### config.mk
export PLATFORM = sky130hd
export DESIGN_NAME = cekirdek
export DESIGN_NICKNAME = d
export VERILOG_FILES = /design/src/rv_buyruk_pkg.sv /design/src/cekirdek_pkg.sv /design/src/getir.sv /design/src/coz_yazmacoku.sv /design/src/yurut.sv /design/src/geri_yaz.sv /design/src/denetim_birimi.sv /design/src/cekirdek.sv
export SDC_FILE = /design/constraint.sdc
export NUM_CORES = 2
export LEC_CHECK = 0
export BUFFER_PORTS_ARGS = -buffer_cell sky130_fd_sc_hd__buf_2
export CAP_MARGIN = 20
export CORE_MARGIN = 5
export CORE_UTILIZATION = 42
export CTS_CLUSTER_DIAMETER = 50
export CTS_CLUSTER_SIZE = 20
export DETAILED_ROUTE_END_ITERATION = 10
export GPL_ROUTABILITY_DRIVEN = 1
export PLACE_DENSITY = 0.55
export SLEW_MARGIN = 30
export SYNTH_ARGS = -nofsm -noshare
export SYNTH_HDL_FRONTEND = slang
export SYNTH_SLANG_ARGS = --single-unit
### constraint.sdc
create_clock -name clk_i -period 11.6 [get_ports clk_i]
set_input_delay 0.58 -clock clk_i [delete_from_list [all_inputs] [get_ports clk_i]]
set_output_delay 0.58 -clock clk_i [all_outputs]
set_load 0.02 [all_outputs]
### src/rv_buyruk_pkg.sv
// rv32i subset encodings, opcode and funct constants, base vector types
`default_nettype none

package rv_buyruk_pkg;

    typedef logic [31:0] buyruk_t;
    typedef logic [31:0] veri_t;
    typedef logic [31:0] ps_t;
    typedef logic [4:0]  yazmac_adres_t;

    // ------------------------------
    // opcodes.
    localparam logic [6:0] OP_R      = 7'b0110011;
    localparam logic [6:0] OP_I      = 7'b0010011;
    localparam logic [6:0] OP_LUI    = 7'b0110111;
    localparam logic [6:0] OP_BRANCH = 7'b1100011;
    localparam logic [6:0] OP_JAL    = 7'b1101111;

    // ------------------------------
    // funct3 and funct7 of the supported ops.
    localparam logic [2:0] F3_ADD_SUB = 3'b000;
    localparam logic [2:0] F3_XOR     = 3'b100;
    localparam logic [2:0] F3_OR      = 3'b110;
    localparam logic [2:0] F3_AND     = 3'b111;
    localparam logic [2:0] F3_ADDI    = 3'b000;
    localparam logic [2:0] F3_BEQ     = 3'b000;
    localparam logic [2:0] F3_BNE     = 3'b001;
    localparam logic [6:0] F7_TEMEL   = 7'b0000000;
    localparam logic [6:0] F7_SUB     = 7'b0100000;

    // addi x0, x0, 0.
    localparam buyruk_t NOP_BUYRUK = 32'h0000_0013;
    localparam ps_t     RESET_PS   = 32'h0000_0000;

endpackage

`default_nettype wire

### src/cekirdek_pkg.sv
// pipeline micro-op and forwarding enums, stage-to-stage structs
`default_nettype none

package cekirdek_pkg;

    import rv_buyruk_pkg::*;

    typedef enum logic [3:0] {
        MI_YOK,
        MI_ADD,
        MI_SUB,
        MI_AND,
        MI_OR,
        MI_XOR,
        MI_LUI,
        MI_BEQ,
        MI_BNE,
        MI_JAL
    } mikroislem_e;

    // operand source in decode.
    typedef enum logic [1:0] {
        YON_YOK,
        YON_YRT,
        YON_GY
    } yonlendir_e;

    // ------------------------------
    typedef struct packed {
        logic    valid;
        buyruk_t buyruk;
        ps_t     ps;
    } gtr_cyo_t;

    typedef struct packed {
        logic          valid;
        mikroislem_e   mikroislem;
        yazmac_adres_t rd;
        veri_t         deger1;
        veri_t         deger2;
        veri_t         imm;
        ps_t           ps;
    } cyo_yrt_t;

    typedef struct packed {
        logic          valid;
        yazmac_adres_t rd;
        veri_t         sonuc;
        logic          yaz;
    } yrt_gy_t;

    typedef struct packed {
        logic          valid;
        yazmac_adres_t adres;
        veri_t         deger;
    } gy_yaz_t;

    typedef struct packed {
        logic gecerli;
        ps_t  ps;
    } atla_t;

endpackage

`default_nettype wire

### src/getir.sv
// fetch stage: program counter, memory request, wait and redirect handling
`timescale 1ns/1ns
`default_nettype none

module getir
    import rv_buyruk_pkg::*;
    import cekirdek_pkg::*;
(
    input  wire logic    clk_i,
    input  wire logic    rst_n_i,
    input  wire logic    l1b_bekle_i,
    input  wire buyruk_t l1b_deger_i,
    output logic         l1b_chip_select_n_o,
    output ps_t          l1b_adres_o,
    input  wire atla_t   atla_i,
    input  wire logic    bosalt_i,
    output gtr_cyo_t     cyo_o
);

    ps_t     ps_q;
    ps_t     hedef_q;
    logic    cs_n_q;
    logic    atla_bekle_q;
    logic    gecerli_q;
    buyruk_t buyruk_q;
    ps_t     buyruk_ps_q;
    logic    kabul;

    assign kabul = !cs_n_q && !l1b_bekle_i;

    // request every cycle once out of reset.
    always_ff @(posedge clk_i) begin
        if (!rst_n_i) begin
            cs_n_q <= 1'b1;
        end else begin
            cs_n_q <= 1'b0;
        end
    end

    // ------------------------------
    // program counter.
    always_ff @(posedge clk_i) begin
        if (!rst_n_i) begin
            ps_q         <= RESET_PS;
            atla_bekle_q <= 1'b0;
        end else if (atla_i.gecerli && !kabul && !cs_n_q) begin
            // memory still busy, address must hold.
            atla_bekle_q <= 1'b1;
        end else if (atla_i.gecerli) begin
            ps_q <= atla_i.ps;
        end else if (kabul && atla_bekle_q) begin
            ps_q         <= hedef_q;
            atla_bekle_q <= 1'b0;
        end else if (kabul) begin
            ps_q <= ps_q + 32'd4;
        end
    end

    always_ff @(posedge clk_i) begin
        if (atla_i.gecerli) begin
            hedef_q <= atla_i.ps;
        end
    end

    // ------------------------------
    // fetched word toward decode.
    always_ff @(posedge clk_i) begin
        if (!rst_n_i) begin
            gecerli_q <= 1'b0;
        end else begin
            gecerli_q <= kabul && !atla_bekle_q && !bosalt_i;
        end
    end

    always_ff @(posedge clk_i) begin
        if (kabul) begin
            buyruk_q    <= l1b_deger_i;
            buyruk_ps_q <= ps_q;
        end
    end

    assign l1b_chip_select_n_o = cs_n_q;
    assign l1b_adres_o         = ps_q;
    assign cyo_o               = '{valid: gecerli_q, buyruk: buyruk_q, ps: buyruk_ps_q};

endmodule

`default_nettype wire

### src/coz_yazmacoku.sv
// decode stage: decoder, register file, operand forwarding, decode register
`timescale 1ns/1ns
`default_nettype none

module coz_yazmacoku
    import rv_buyruk_pkg::*;
    import cekirdek_pkg::*;
(
    input  wire logic       clk_i,
    input  wire logic       rst_n_i,
    input  wire gtr_cyo_t   gtr_i,
    input  wire gy_yaz_t    gy_yaz_i,
    input  wire veri_t      yrt_yonlendir_i,
    input  wire yonlendir_e yon1_i,
    input  wire yonlendir_e yon2_i,
    input  wire logic       bosalt_i,
    output yazmac_adres_t   rs1_adres_o,
    output yazmac_adres_t   rs2_adres_o,
    output logic            gecersiz_buyruk_o,
    output cyo_yrt_t        yrt_o
);

    buyruk_t       buyruk;
    logic [6:0]    opcode;
    logic [2:0]    f3;
    logic [6:0]    f7;
    yazmac_adres_t rs1;
    yazmac_adres_t rs2;
    mikroislem_e   mikroislem;
    veri_t         imm;
    logic          imm_sec;
    logic          bilinen;
    logic          yazar;
    veri_t         deger1;
    veri_t         deger2;
    veri_t         yazmaclar [32];

    logic          gecerli_q;
    mikroislem_e   mikroislem_q;
    yazmac_adres_t rd_q;
    veri_t         deger1_q;
    veri_t         deger2_q;
    veri_t         imm_q;
    ps_t           ps_q;

    // empty slot decodes as a nop.
    assign buyruk = gtr_i.valid ? gtr_i.buyruk : NOP_BUYRUK;
    assign opcode = buyruk[6:0];
    assign f3     = buyruk[14:12];
    assign f7     = buyruk[31:25];
    assign rs1    = buyruk[19:15];
    assign rs2    = buyruk[24:20];

    // ------------------------------
    // decoder.
    always_comb begin
        mikroislem = MI_YOK;
        imm        = '0;
        imm_sec    = 1'b0;
        bilinen    = 1'b1;
        case (opcode)
            OP_R: begin
                case ({f7, f3})
                    {F7_TEMEL, F3_ADD_SUB}: mikroislem = MI_ADD;
                    {F7_SUB, F3_ADD_SUB}:   mikroislem = MI_SUB;
                    {F7_TEMEL, F3_XOR}:     mikroislem = MI_XOR;
                    {F7_TEMEL, F3_OR}:      mikroislem = MI_OR;
                    {F7_TEMEL, F3_AND}:     mikroislem = MI_AND;
                    default:                bilinen    = 1'b0;
                endcase
            end
            OP_I: begin
                imm     = {{20{buyruk[31]}}, buyruk[31:20]};
                imm_sec = 1'b1;
                if (f3 == F3_ADDI) begin
                    mikroislem = MI_ADD;
                end else begin
                    bilinen = 1'b0;
                end
            end
            OP_LUI: begin
                imm        = {buyruk[31:12], 12'b0};
                imm_sec    = 1'b1;
                mikroislem = MI_LUI;
            end
            OP_BRANCH: begin
                imm = {{20{buyruk[31]}}, buyruk[7], buyruk[30:25], buyruk[11:8], 1'b0};
                case (f3)
                    F3_BEQ:  mikroislem = MI_BEQ;
                    F3_BNE:  mikroislem = MI_BNE;
                    default: bilinen    = 1'b0;
                endcase
            end
            OP_JAL: begin
                imm = {{12{buyruk[31]}}, buyruk[19:12], buyruk[20], buyruk[30:21], 1'b0};
                mikroislem = MI_JAL;
            end
            default: bilinen = 1'b0;
        endcase
    end

    assign yazar = !(mikroislem inside {MI_YOK, MI_BEQ, MI_BNE});

    // wrong-path words are not flagged.
    assign gecersiz_buyruk_o = !bilinen && !bosalt_i;

    // ------------------------------
    // register file, x0 is never written.
    always_ff @(posedge clk_i) begin
        if (gy_yaz_i.valid && gy_yaz_i.adres != '0) begin
            yazmaclar[gy_yaz_i.adres] <= gy_yaz_i.deger;
        end
    end

    function automatic veri_t isleneni_sec(yazmac_adres_t adres, yonlendir_e yon);
        veri_t oku;
        if (adres == '0) begin
            oku = '0;
        end else begin
            oku = yazmaclar[adres];
        end
        case (yon)
            YON_YRT: return yrt_yonlendir_i;
            YON_GY:  return gy_yaz_i.deger;
            default: return oku;
        endcase
    endfunction

    always_comb begin
        deger1 = isleneni_sec(rs1, yon1_i);
        deger2 = imm_sec ? imm : isleneni_sec(rs2, yon2_i);
    end

    // ------------------------------
    // decode output register.
    always_ff @(posedge clk_i) begin
        if (!rst_n_i) begin
            gecerli_q <= 1'b0;
        end else begin
            gecerli_q <= gtr_i.valid && !bosalt_i;
        end
    end

    // non-writing ops carry rd zero.
    always_ff @(posedge clk_i) begin
        mikroislem_q <= mikroislem;
        rd_q         <= yazar ? buyruk[11:7] : '0;
        deger1_q     <= deger1;
        deger2_q     <= deger2;
        imm_q        <= imm;
        ps_q         <= gtr_i.ps;
    end

    assign rs1_adres_o = rs1;
    assign rs2_adres_o = rs2;
    assign yrt_o = '{valid: gecerli_q, mikroislem: mikroislem_q, rd: rd_q,
                     deger1: deger1_q, deger2: deger2_q, imm: imm_q, ps: ps_q};

endmodule

`default_nettype wire

### src/yurut.sv
// execute stage: alu, branch compare, jump target, execute register
`timescale 1ns/1ns
`default_nettype none

module yurut
    import rv_buyruk_pkg::*;
    import cekirdek_pkg::*;
(
    input  wire logic     clk_i,
    input  wire logic     rst_n_i,
    input  wire cyo_yrt_t cyo_i,
    output atla_t         atla_o,
    output veri_t         yonlendir_deger_o,
    output yrt_gy_t       gy_o
);

    veri_t         sonuc;
    logic          esit;
    logic          atla;
    logic          yazar;
    logic          gecerli_q;
    yazmac_adres_t rd_q;
    veri_t         sonuc_q;
    logic          yaz_q;

    always_comb begin
        case (cyo_i.mikroislem)
            MI_ADD:  sonuc = cyo_i.deger1 + cyo_i.deger2;
            MI_SUB:  sonuc = cyo_i.deger1 - cyo_i.deger2;
            MI_AND:  sonuc = cyo_i.deger1 & cyo_i.deger2;
            MI_OR:   sonuc = cyo_i.deger1 | cyo_i.deger2;
            MI_XOR:  sonuc = cyo_i.deger1 ^ cyo_i.deger2;
            MI_LUI:  sonuc = cyo_i.imm;
            MI_JAL:  sonuc = cyo_i.ps + 32'd4;
            default: sonuc = '0;
        endcase
    end

    // ------------------------------
    // branch resolution.
    assign esit = cyo_i.deger1 == cyo_i.deger2;

    always_comb begin
        atla = 1'b0;
        if (cyo_i.valid) begin
            case (cyo_i.mikroislem)
                MI_BEQ:  atla = esit;
                MI_BNE:  atla = !esit;
                MI_JAL:  atla = 1'b1;
                default: atla = 1'b0;
            endcase
        end
    end

    assign atla_o = '{gecerli: atla, ps: cyo_i.ps + cyo_i.imm};

    assign yazar = cyo_i.rd != '0 && !(cyo_i.mikroislem inside {MI_YOK, MI_BEQ, MI_BNE});

    // ------------------------------
    // execute output register.
    always_ff @(posedge clk_i) begin
        if (!rst_n_i) begin
            gecerli_q <= 1'b0;
        end else begin
            gecerli_q <= cyo_i.valid;
        end
    end

    always_ff @(posedge clk_i) begin
        rd_q    <= cyo_i.rd;
        sonuc_q <= sonuc;
        yaz_q   <= yazar;
    end

    assign yonlendir_deger_o = sonuc;
    assign gy_o = '{valid: gecerli_q, rd: rd_q, sonuc: sonuc_q, yaz: yaz_q};

endmodule

`default_nettype wire

### src/geri_yaz.sv
// writeback stage: commit register
`timescale 1ns/1ns
`default_nettype none

module geri_yaz
    import rv_buyruk_pkg::*;
    import cekirdek_pkg::*;
(
    input  wire logic    clk_i,
    input  wire logic    rst_n_i,
    input  wire yrt_gy_t yrt_i,
    output gy_yaz_t      yaz_o
);

    logic          gecerli_q;
    yazmac_adres_t adres_q;
    veri_t         deger_q;

    // only real writes to a non-zero rd retire here.
    always_ff @(posedge clk_i) begin
        if (!rst_n_i) begin
            gecerli_q <= 1'b0;
        end else begin
            gecerli_q <= yrt_i.valid && yrt_i.yaz;
        end
    end

    always_ff @(posedge clk_i) begin
        adres_q <= yrt_i.rd;
        deger_q <= yrt_i.sonuc;
    end

    assign yaz_o = '{valid: gecerli_q, adres: adres_q, deger: deger_q};

endmodule

`default_nettype wire

### src/denetim_birimi.sv
// hazard unit: forwarding selects and flush on redirect
`timescale 1ns/1ns
`default_nettype none

module denetim_birimi
    import rv_buyruk_pkg::*;
    import cekirdek_pkg::*;
(
    input  wire yazmac_adres_t rs1_adres_i,
    input  wire yazmac_adres_t rs2_adres_i,
    input  wire yrt_gy_t       yrt_i,
    input  wire gy_yaz_t       gy_i,
    input  wire atla_t         atla_i,
    output yonlendir_e         yon1_o,
    output yonlendir_e         yon2_o,
    output logic               bosalt_o
);

    // newest producer wins.
    function automatic yonlendir_e kaynak_sec(yazmac_adres_t rs);
        if (rs == '0) begin
            return YON_YOK;
        end
        if (yrt_i.valid && yrt_i.yaz && yrt_i.rd == rs) begin
            return YON_YRT;
        end
        if (gy_i.valid && gy_i.adres == rs) begin
            return YON_GY;
        end
        return YON_YOK;
    endfunction

    always_comb begin
        yon1_o = kaynak_sec(rs1_adres_i);
        yon2_o = kaynak_sec(rs2_adres_i);
    end

    // taken branch or jump drops decode and fetch.
    assign bosalt_o = atla_i.gecerli;

endmodule

`default_nettype wire

### src/cekirdek.sv
// core top level: fetch, decode, execute, writeback and hazard unit
`timescale 1ns/1ns
`default_nettype none

module cekirdek
    import rv_buyruk_pkg::*;
    import cekirdek_pkg::*;
(
    input  wire logic    clk_i,
    input  wire logic    rst_n_i,
    input  wire logic    l1b_bekle_i,
    input  wire buyruk_t l1b_deger_i,
    output logic         l1b_chip_select_n_o,
    output ps_t          l1b_adres_o,
    output gy_yaz_t      gy_yaz_o,
    output logic         gecersiz_buyruk_o
);

    gtr_cyo_t      gtr_cyo;
    cyo_yrt_t      cyo_yrt;
    yrt_gy_t       yrt_gy;
    yrt_gy_t       yrt_ileri;
    gy_yaz_t       gy_ileri;
    atla_t         atla;
    veri_t         yonlendir_deger;
    yazmac_adres_t rs1_adres;
    yazmac_adres_t rs2_adres;
    yonlendir_e    yon1;
    yonlendir_e    yon2;
    logic          bosalt;

    // execute input seen as a producer, rd is already zero for non-writers.
    assign yrt_ileri = '{valid: cyo_yrt.valid, rd: cyo_yrt.rd,
                         sonuc: yonlendir_deger, yaz: cyo_yrt.valid};

    // register file write, same edge that loads the commit register.
    assign gy_ileri = '{valid: yrt_gy.valid && yrt_gy.yaz, adres: yrt_gy.rd,
                        deger: yrt_gy.sonuc};

    getir i_getir (
        .clk_i               (clk_i),
        .rst_n_i             (rst_n_i),
        .l1b_bekle_i         (l1b_bekle_i),
        .l1b_deger_i         (l1b_deger_i),
        .l1b_chip_select_n_o (l1b_chip_select_n_o),
        .l1b_adres_o         (l1b_adres_o),
        .atla_i              (atla),
        .bosalt_i            (bosalt),
        .cyo_o               (gtr_cyo)
    );

    coz_yazmacoku i_coz_yazmacoku (
        .clk_i             (clk_i),
        .rst_n_i           (rst_n_i),
        .gtr_i             (gtr_cyo),
        .gy_yaz_i          (gy_ileri),
        .yrt_yonlendir_i   (yonlendir_deger),
        .yon1_i            (yon1),
        .yon2_i            (yon2),
        .bosalt_i          (bosalt),
        .rs1_adres_o       (rs1_adres),
        .rs2_adres_o       (rs2_adres),
        .gecersiz_buyruk_o (gecersiz_buyruk_o),
        .yrt_o             (cyo_yrt)
    );

    yurut i_yurut (
        .clk_i             (clk_i),
        .rst_n_i           (rst_n_i),
        .cyo_i             (cyo_yrt),
        .atla_o            (atla),
        .yonlendir_deger_o (yonlendir_deger),
        .gy_o              (yrt_gy)
    );

    geri_yaz i_geri_yaz (
        .clk_i   (clk_i),
        .rst_n_i (rst_n_i),
        .yrt_i   (yrt_gy),
        .yaz_o   (gy_yaz_o)
    );

    denetim_birimi i_denetim_birimi (
        .rs1_adres_i (rs1_adres),
        .rs2_adres_i (rs2_adres),
        .yrt_i       (yrt_ileri),
        .gy_i        (gy_ileri),
        .atla_i      (atla),
        .yon1_o      (yon1),
        .yon2_o      (yon2),
        .bosalt_o    (bosalt)
    );

endmodule

`default_nettype wire

=== Word-level counts from Yosys, hierarchy flattened ===
Memories as Yosys holds them, arrays and structs flattened.
Index checks and enable logic that the tools add are counted.
Widths: inputs -> output; s select.

* Flip-flop bits (word level): 346
* RAM bits: 1024
* Input port bits: 35
* Output and inout bits: 72
* Word-level logic and storage cells: 155
* Memories: 1

{| class="wikitable"
|+ Memories
! memory !! words !! bits a word !! read ports !! clocked after memory_dff !! write ports !! RTL line !! source
|-
| i_coz_yazmacoku.yazmaclar || 32 || 32 || 2 || 0 || 1 || coz_yazmacoku.sv:36 || <nowiki>veri_t yazmaclar [32];</nowiki>
|}

* Add/subtract/negate cells: 5
* Equal/unequal tests: 31
* Muxes and demuxes: 52
* Bitwise gates (word level): 4
* Reduce and logical (&&, ||, !) cells: 41

{| class="wikitable"
|+ Operator list
! kind !! number
|-
| $mux 32 || 7
|-
| $pmux 32 s7 || 1
|-
| $pmux 32 s2 || 2
|-
| $pmux 32 s4 || 1
|-
| $add 32x3->32 const B || 2
|-
| $add 32x32->32 || 2
|-
| $and 32x32->32 || 1
|-
| $eq 32x32->1 || 1
|-
| $or 32x32->32 || 1
|-
| $sub 32x32->32 || 1
|-
| $xor 32x32->32 || 1
|-
| $eq 10x3->1 const B || 3
|-
| $mux 1 || 24
|-
| $mux 2 || 12
|-
| $eq 4x3->1 const B || 5
|-
| $eq 5x5->1 || 4
|-
| $pmux 4 s5 || 1
|-
| $logic_and 1x1->1 || 15
|-
| $pmux 3 s5 || 1
|-
| $eq 7x6->1 const B || 2
|-
| $eq 7x7->1 const B || 2
|-
| $eq 4x4->1 const B || 3
|-
| $eq 10x9->1 const B || 1
|-
| $logic_not 10->1 || 1
|-
| other kinds (21) || 39
|}

=== Logic depth before layout (Yosys ltp) ===
* Word-level depth: 13
* Gate-level depth with buffers: 15
* Gate-level depth less buffers: 13

=== By module ===
From an unflattened synthesis, not the netlist that was laid out.

* Cell total of the unflattened synthesis: 5831
* Area, all modules: 69519.2 µm²

{| class="wikitable"
|+ By module, submodules not included
! module !! instances !! cells each !! area each (µm²) !! sequential area each (µm²)
|-
| coz_yazmacoku || 1 || 4130 || 54594.9 || 33512.1
|-
| yurut || 1 || 1158 || 8318.0 || 780.7
|-
| getir || 1 || 464 || 5529.1 || 3583.4
|-
| geri_yaz || 1 || 40 || 774.5 || 760.7
|-
| denetim_birimi || 1 || 38 || 296.5 || 0.0
|-
| cekirdek || 1 || 1 || 6.3 || 0.0
|}

=== Worst setup path before layout ===
OpenSTA, ideal clock, no wires.

* Path type: input port to flip-flop
* From: in l1b_bekle_i
* To: reg i_getir.ps_q[25] (netlist: i_getir.l1b_adres_o[25])
* Library setup time: 0.058 ns
* Data arrival time: 5.132 ns
* Data required time: 11.542 ns
* Slack: 6.410 ns
* Cell stages on the path: 7
* Path buffers: 0
* Cells stage by stage: nor2_1 -> nand2_1 -> nand2_1 -> a41o_1 -> a21oi_1 -> a311oi_1 -> o21a_1

* Longest elaborated chain between the ends: 7
* Elaborated cells on any way between the ends: 11
* Classes of those cells: mux: 2; bitwise: 1; reduce/logical: 8

{| class="wikitable"
|+ Ends and longest elaborated chain
! what !! RTL line !! source
|-
| from (decl) || cekirdek.sv:11 || <nowiki>input wire logic l1b_bekle_i,</nowiki>
|-
| $logic_not 1->1 (*) || getir.sv:29 || <nowiki>assign kabul = !cs_n_q && !l1b_bekle_i;</nowiki>
|-
| $logic_and 1x1->1 (*) || getir.sv:29 ||
|-
| $logic_not 1->1 || getir.sv:46 || <nowiki>end else if (atla_i.gecerli && !kabul && !cs_n_q) begin</nowiki>
|-
| $logic_and 1x1->1 (2 in a row) || getir.sv:46 ||
|-
| $not 1->1 (no source line) || - ||
|-
| $reduce_and 2->1 (no source line) || - ||
|-
| to (signal assigned) || getir.sv:50 || <nowiki>ps_q <= atla_i.ps;</nowiki>
|-
| to (signal assigned) || getir.sv:52 || <nowiki>ps_q <= hedef_q;</nowiki>
|-
| to (signal assigned) || getir.sv:55 || <nowiki>ps_q <= ps_q + 32'd4;</nowiki>
|-
| to (decl) || getir.sv:20 || <nowiki>ps_t ps_q;</nowiki>
|}

Mark *: on every way between the ends. The rest lies on a longest branch, timed or not.
A chain may end at the register's enable or synchronous reset.

=== Worst setup path after layout ===
* From: reg i_coz_yazmacoku.deger1_q[11]
* To: out gecersiz_buyruk_o

* Longest elaborated chain between the ends: 6

{| class="wikitable"
|+ Ends and longest elaborated chain
! what !! RTL line !! source
|-
| from (decl) || coz_yazmacoku.sv:41 || <nowiki>veri_t deger1_q;</nowiki>
|-
| from (signal assigned) || coz_yazmacoku.sv:148 || <nowiki>deger1_q <= deger1;</nowiki>
|-
| $eq 32x32->1 (*) || yurut.sv:41 || <nowiki>assign esit = cyo_i.deger1 == cyo_i.deger2;</nowiki>
|-
| $logic_not 1->1 || yurut.sv:48 || <nowiki>MI_BNE: atla = !esit;</nowiki>
|-
| $pmux 1 s3 (*) || yurut.sv:46 || <nowiki>case (cyo_i.mikroislem)</nowiki>
|-
| $mux 1 (*) || yurut.sv:45 || <nowiki>if (cyo_i.valid) begin</nowiki>
|-
| $logic_not 1->1 (*) || coz_yazmacoku.sv:105 || <nowiki>assign gecersiz_buyruk_o = !bilinen && !bosalt_i;</nowiki>
|-
| $logic_and 1x1->1 (*) || coz_yazmacoku.sv:105 ||
|-
| to (decl) || cekirdek.sv:16 || <nowiki>output logic gecersiz_buyruk_o</nowiki>
|}

Marked as above.

==> results by group <==
Clocking
  – Sink Count: 1370
  – Clk slew on worst S/H paths: 0.06 ns
  – Clock buffer depth: 3
  – CTS tree: yes
  – Clock buffer count from CTS: 155
  – CTS HTree Levels: 4
  – Clock root buffer: clkbuf_16
  – Worst-Skew Late Latency: 0.82 ns
  – Post-cts repair resize count: 0

Placement
  – Placed cell count: 8098
  – RePlAce Congestion: 0.977
  – Final HPWL DP: 168 mm
  – PortBufs: 106
  – Place WS: 6.34 ns

Synthesis
  – Synth Area in Simple Gates: 11.4%
  – Synth Area in Adders: 2.47%
  – XOR/XNOR Fraction of Synth Area: 1.14%
  – Most common cell in the netlist: edfxtp_1
  – Largest family of logic cells by synthesized area: compound AO/OA/AOI/OAI gates
  – FFs w/ async S/R, synth: 0%
  – Synth Register Bits: 1370
  – Yosys warns: 0
  – Syn Std Cell Area: 68900 um2
  – Primary FF master, synth: edfxtp_1
  – Area fraction in compound gates after synthesis: 17.2%
  – Largest cells by area after synthesis: edfxtp_1, mux2i_1, dfxtp_1, a211oi_1, nor2_1
  – Post-synth top cells: edfxtp_1, mux2i_1, nor2_1
  – Post-synth top area cell: edfxtp_1
  – Post-synthesis sequential area ratio: 56.1%
  – Mapped Cells: 6094
  – Top cell type's share of synthesized area: 48.8%
  – Syn avg cell area: 11.3 um2
  – Mux share of post-synthesis cell area: 8.16%
  – Post-synth EDFFs: 1120
  – Cell variety after synth: 87

Global routing
  – Initial antenna violation count: 10
  – Largest net degree at the start of global routing: 145
  – Gr usage total: 31.4%
  – First-pass GRT wire length: 396 mm
  – Grt total ovfl: 0
  – Vias in the first global route: 53000

Routing
  – Drt via density: 6.61
  – ANT nets after route: 0
  – DR iter-0 viols: 7215
  – Drt first pass iters: 6
  – WL per Instance: 33.5 um
  – Post-route DRC: 0
  – Vias: 55600
  – WL final: 282 mm

Setup path
  – Worst reg-to-reg setup slack: 6.14 ns
  – Crit path DAT: 5.48 ns
  – Crit-path cells: inv_1, ha_1, or4_1, nand4b_1, or3_1, a211o_1, buf_4, inv_2, buf_4, nor3_1, buf_2
  – Critical path capture point type: output pin
  – Largest fanout on the critical path: 72
  – Crit-path slowest cell: buf_4
  – Req. time, crit path: 11.02 ns
  – Crit path kind: register to output pin
  – Most used cell, CP: buf_4
  – Crit start category: register
  – CP peak stage delay: 0.70 ns

Finish
  – Final std cells w/o fill: 8418
  – Ratio of cells with drive above 1 in the final layout: 10.9%
  – FILL cells: 14600
  – Nets: 6279
  – Area grow syn2layout: 13.1%

STA
  – Setup violators final: 0
  – Skew final: 0.0402 ns
  – Final Hold Fails: 0
  – Worst slew margin: 26.3%
  – Worst-Margin Slew: 1.10 ns
  – Unrepaired setup endpoints after global routing: false
  – Slew Limit Fails: 0
  – Fmax: 165 MHz
  – Fin crit share: 52.2%
  – Final worst slack: 5.54 ns
  – Post-layout min period: 6.06 ns
  – Setup_tns: 0 ns

Pwr
  – Clock power share: 44.0%
  – Int Power: 8530 uW
  – Leakage: 0.0269 uW
  – PwrDens: 149 nW/um2
  – Power share of the combinational group: 8.5%
  – Sw power: 3050 uW
  – Peak VDD IR: 0.000141 V
  – Sequential power share: 47.5%
  – Sw frac: 26.3%

Floorplan
  – Core Area: 163000 um2
  – Io pins: 107
  – Row count: 148
  – Die Y: 415 um
  – Die W: 415 um
  – Initial Util: 42.3%
  – Die area: 172000 um2

Run
  – Max Cap Viol: 0

Outcome
  – Status: finished, final reports clean

Min path
  – Worst Hold Class: primary input to register
## cell usage in the layout (no fill, tap or decap), types with 171 or more instances in the layout
| cell type | n |
|---|---|
| edfxtp_1 | 1120 |
| mux2i_1 | 531 |
| nand2_1 | 493 |
| nor2_1 | 484 |
| a211oi_1 | 268 |
| dfxtp_1 | 241 |
| nor3_1 | 205 |
| a21oi_1 | 190 |
| buf_4 | 174 |
| nor2b_1 | 171 |
## power by group through the flow
stage	Combinational [uW]	Sequential (uW)	Clock, uW
global placement	933	5610	0
global route	1020	5510	5360
detailed placement	938	5610	0
finish	980	5510	5100
CTS	950	5500	5150
floorplan	503	5620	0
## kinds of logic (layout without fill, tap and decap cells)
family | count (synthesis) | in the layout
AND/OR/NAND/NOR | 1698 | 1698
multiplexers | 548 | 548
AO/OA/AOI/OAI | 1622 | 1622
flip-flops | 1370 | 1370
XOR/XNOR | 90 | 90
other | 1 | 34
buffers and inverters | 631 | 747
adder cells (fa/ha/maj) | 134 | 134
## worst max-delay path: cells and delay by family (launching register included)
kind / cells / cell delay (ns)
AND/OR/NAND/NOR: 4 / 1.68
AO/OA/AOI/OAI: 1 / 0.32
buffers and inverters: 5 / 1.49
flip-flops: 1 / 0.66
adder cells (fa/ha/maj): 1 / 0.44
## per-layer routing
layer	GRT usage [%]	part of all wire (%)	vias up
li1	-	-	23600
met3	6.66	9.9	801
met4	15.9	5.8	2
met1	42.0	40	27800
met2	48.5	44	3374
met5	0	0.0053	-
## repair_timing
action	CTS	global route
setup buffers	0	0
hold endpoints to repair	30	0
hold buffers	30	0
## metrics by stage
step	power [uW]	area (um2)	utilization [%]	hold WS [ns]
finish	11600	77900	47.8	0.0574
global route	11900	77900	47.8	0.0358
CTS	11600	77900	47.8	0.00876
detailed placement	6550	72300	44.3	0.329
global placement	6540	72200	44.3	0.326
floorplan	6120	69000	-	0.323
## sequential cells by signal, summed over array words and instances, names as in the netlist, 5 cells and up
name                       count
i_getir.l1b_adres_o           32
i_coz_yazmacoku.rd_q           5
i_geri_yaz.adres_q             5
i_coz_yazmacoku.yazmaclar   1024
i_coz_yazmacoku.deger1_q      32
i_coz_yazmacoku.deger2_q      32
i_yurut.sonuc_q               32
i_yurut.rd_q                   5
i_getir.buyruk_ps_q           32
i_coz_yazmacoku.ps_q          32
i_getir.hedef_q               32
i_getir.buyruk_q              32
i_coz_yazmacoku.imm_q         32
i_geri_yaz.deger_q            32
## worst paths after layout
check | start | end | cells after the start
setup / recovery | i_coz_yazmacoku.deger1_q[11]$_DFF_P_ | gecersiz_buyruk_o | 11
hold / removal | l1b_deger_i[21] | i_getir.buyruk_q[21]$_DFFE_PP_ | 1
setup reg to reg | i_getir.gecerli_q$_SDFF_PN0_ | i_coz_yazmacoku.deger2_q[9]$_DFF_P_ | 10
hold reg to reg | i_getir.buyruk_ps_q[25]$_DFFE_PP_ | i_coz_yazmacoku.ps_q[25]$_DFF_P_ | 0
## area by class of cell
cell class              count  area, um2  area share, %
inverters                 141        532          0.683
clock inverters           117       1290           1.66
flip-flops and latches   1370      38600           49.6
well taps                2175       2720           3.49
clock buffers             171       4010           5.15
diodes                      2       5.00        0.00643
multi-input cells        4124      28300           36.4
repair buffers            318       2310           2.97
Note: power is estimated with default switching activity, not from simulation.
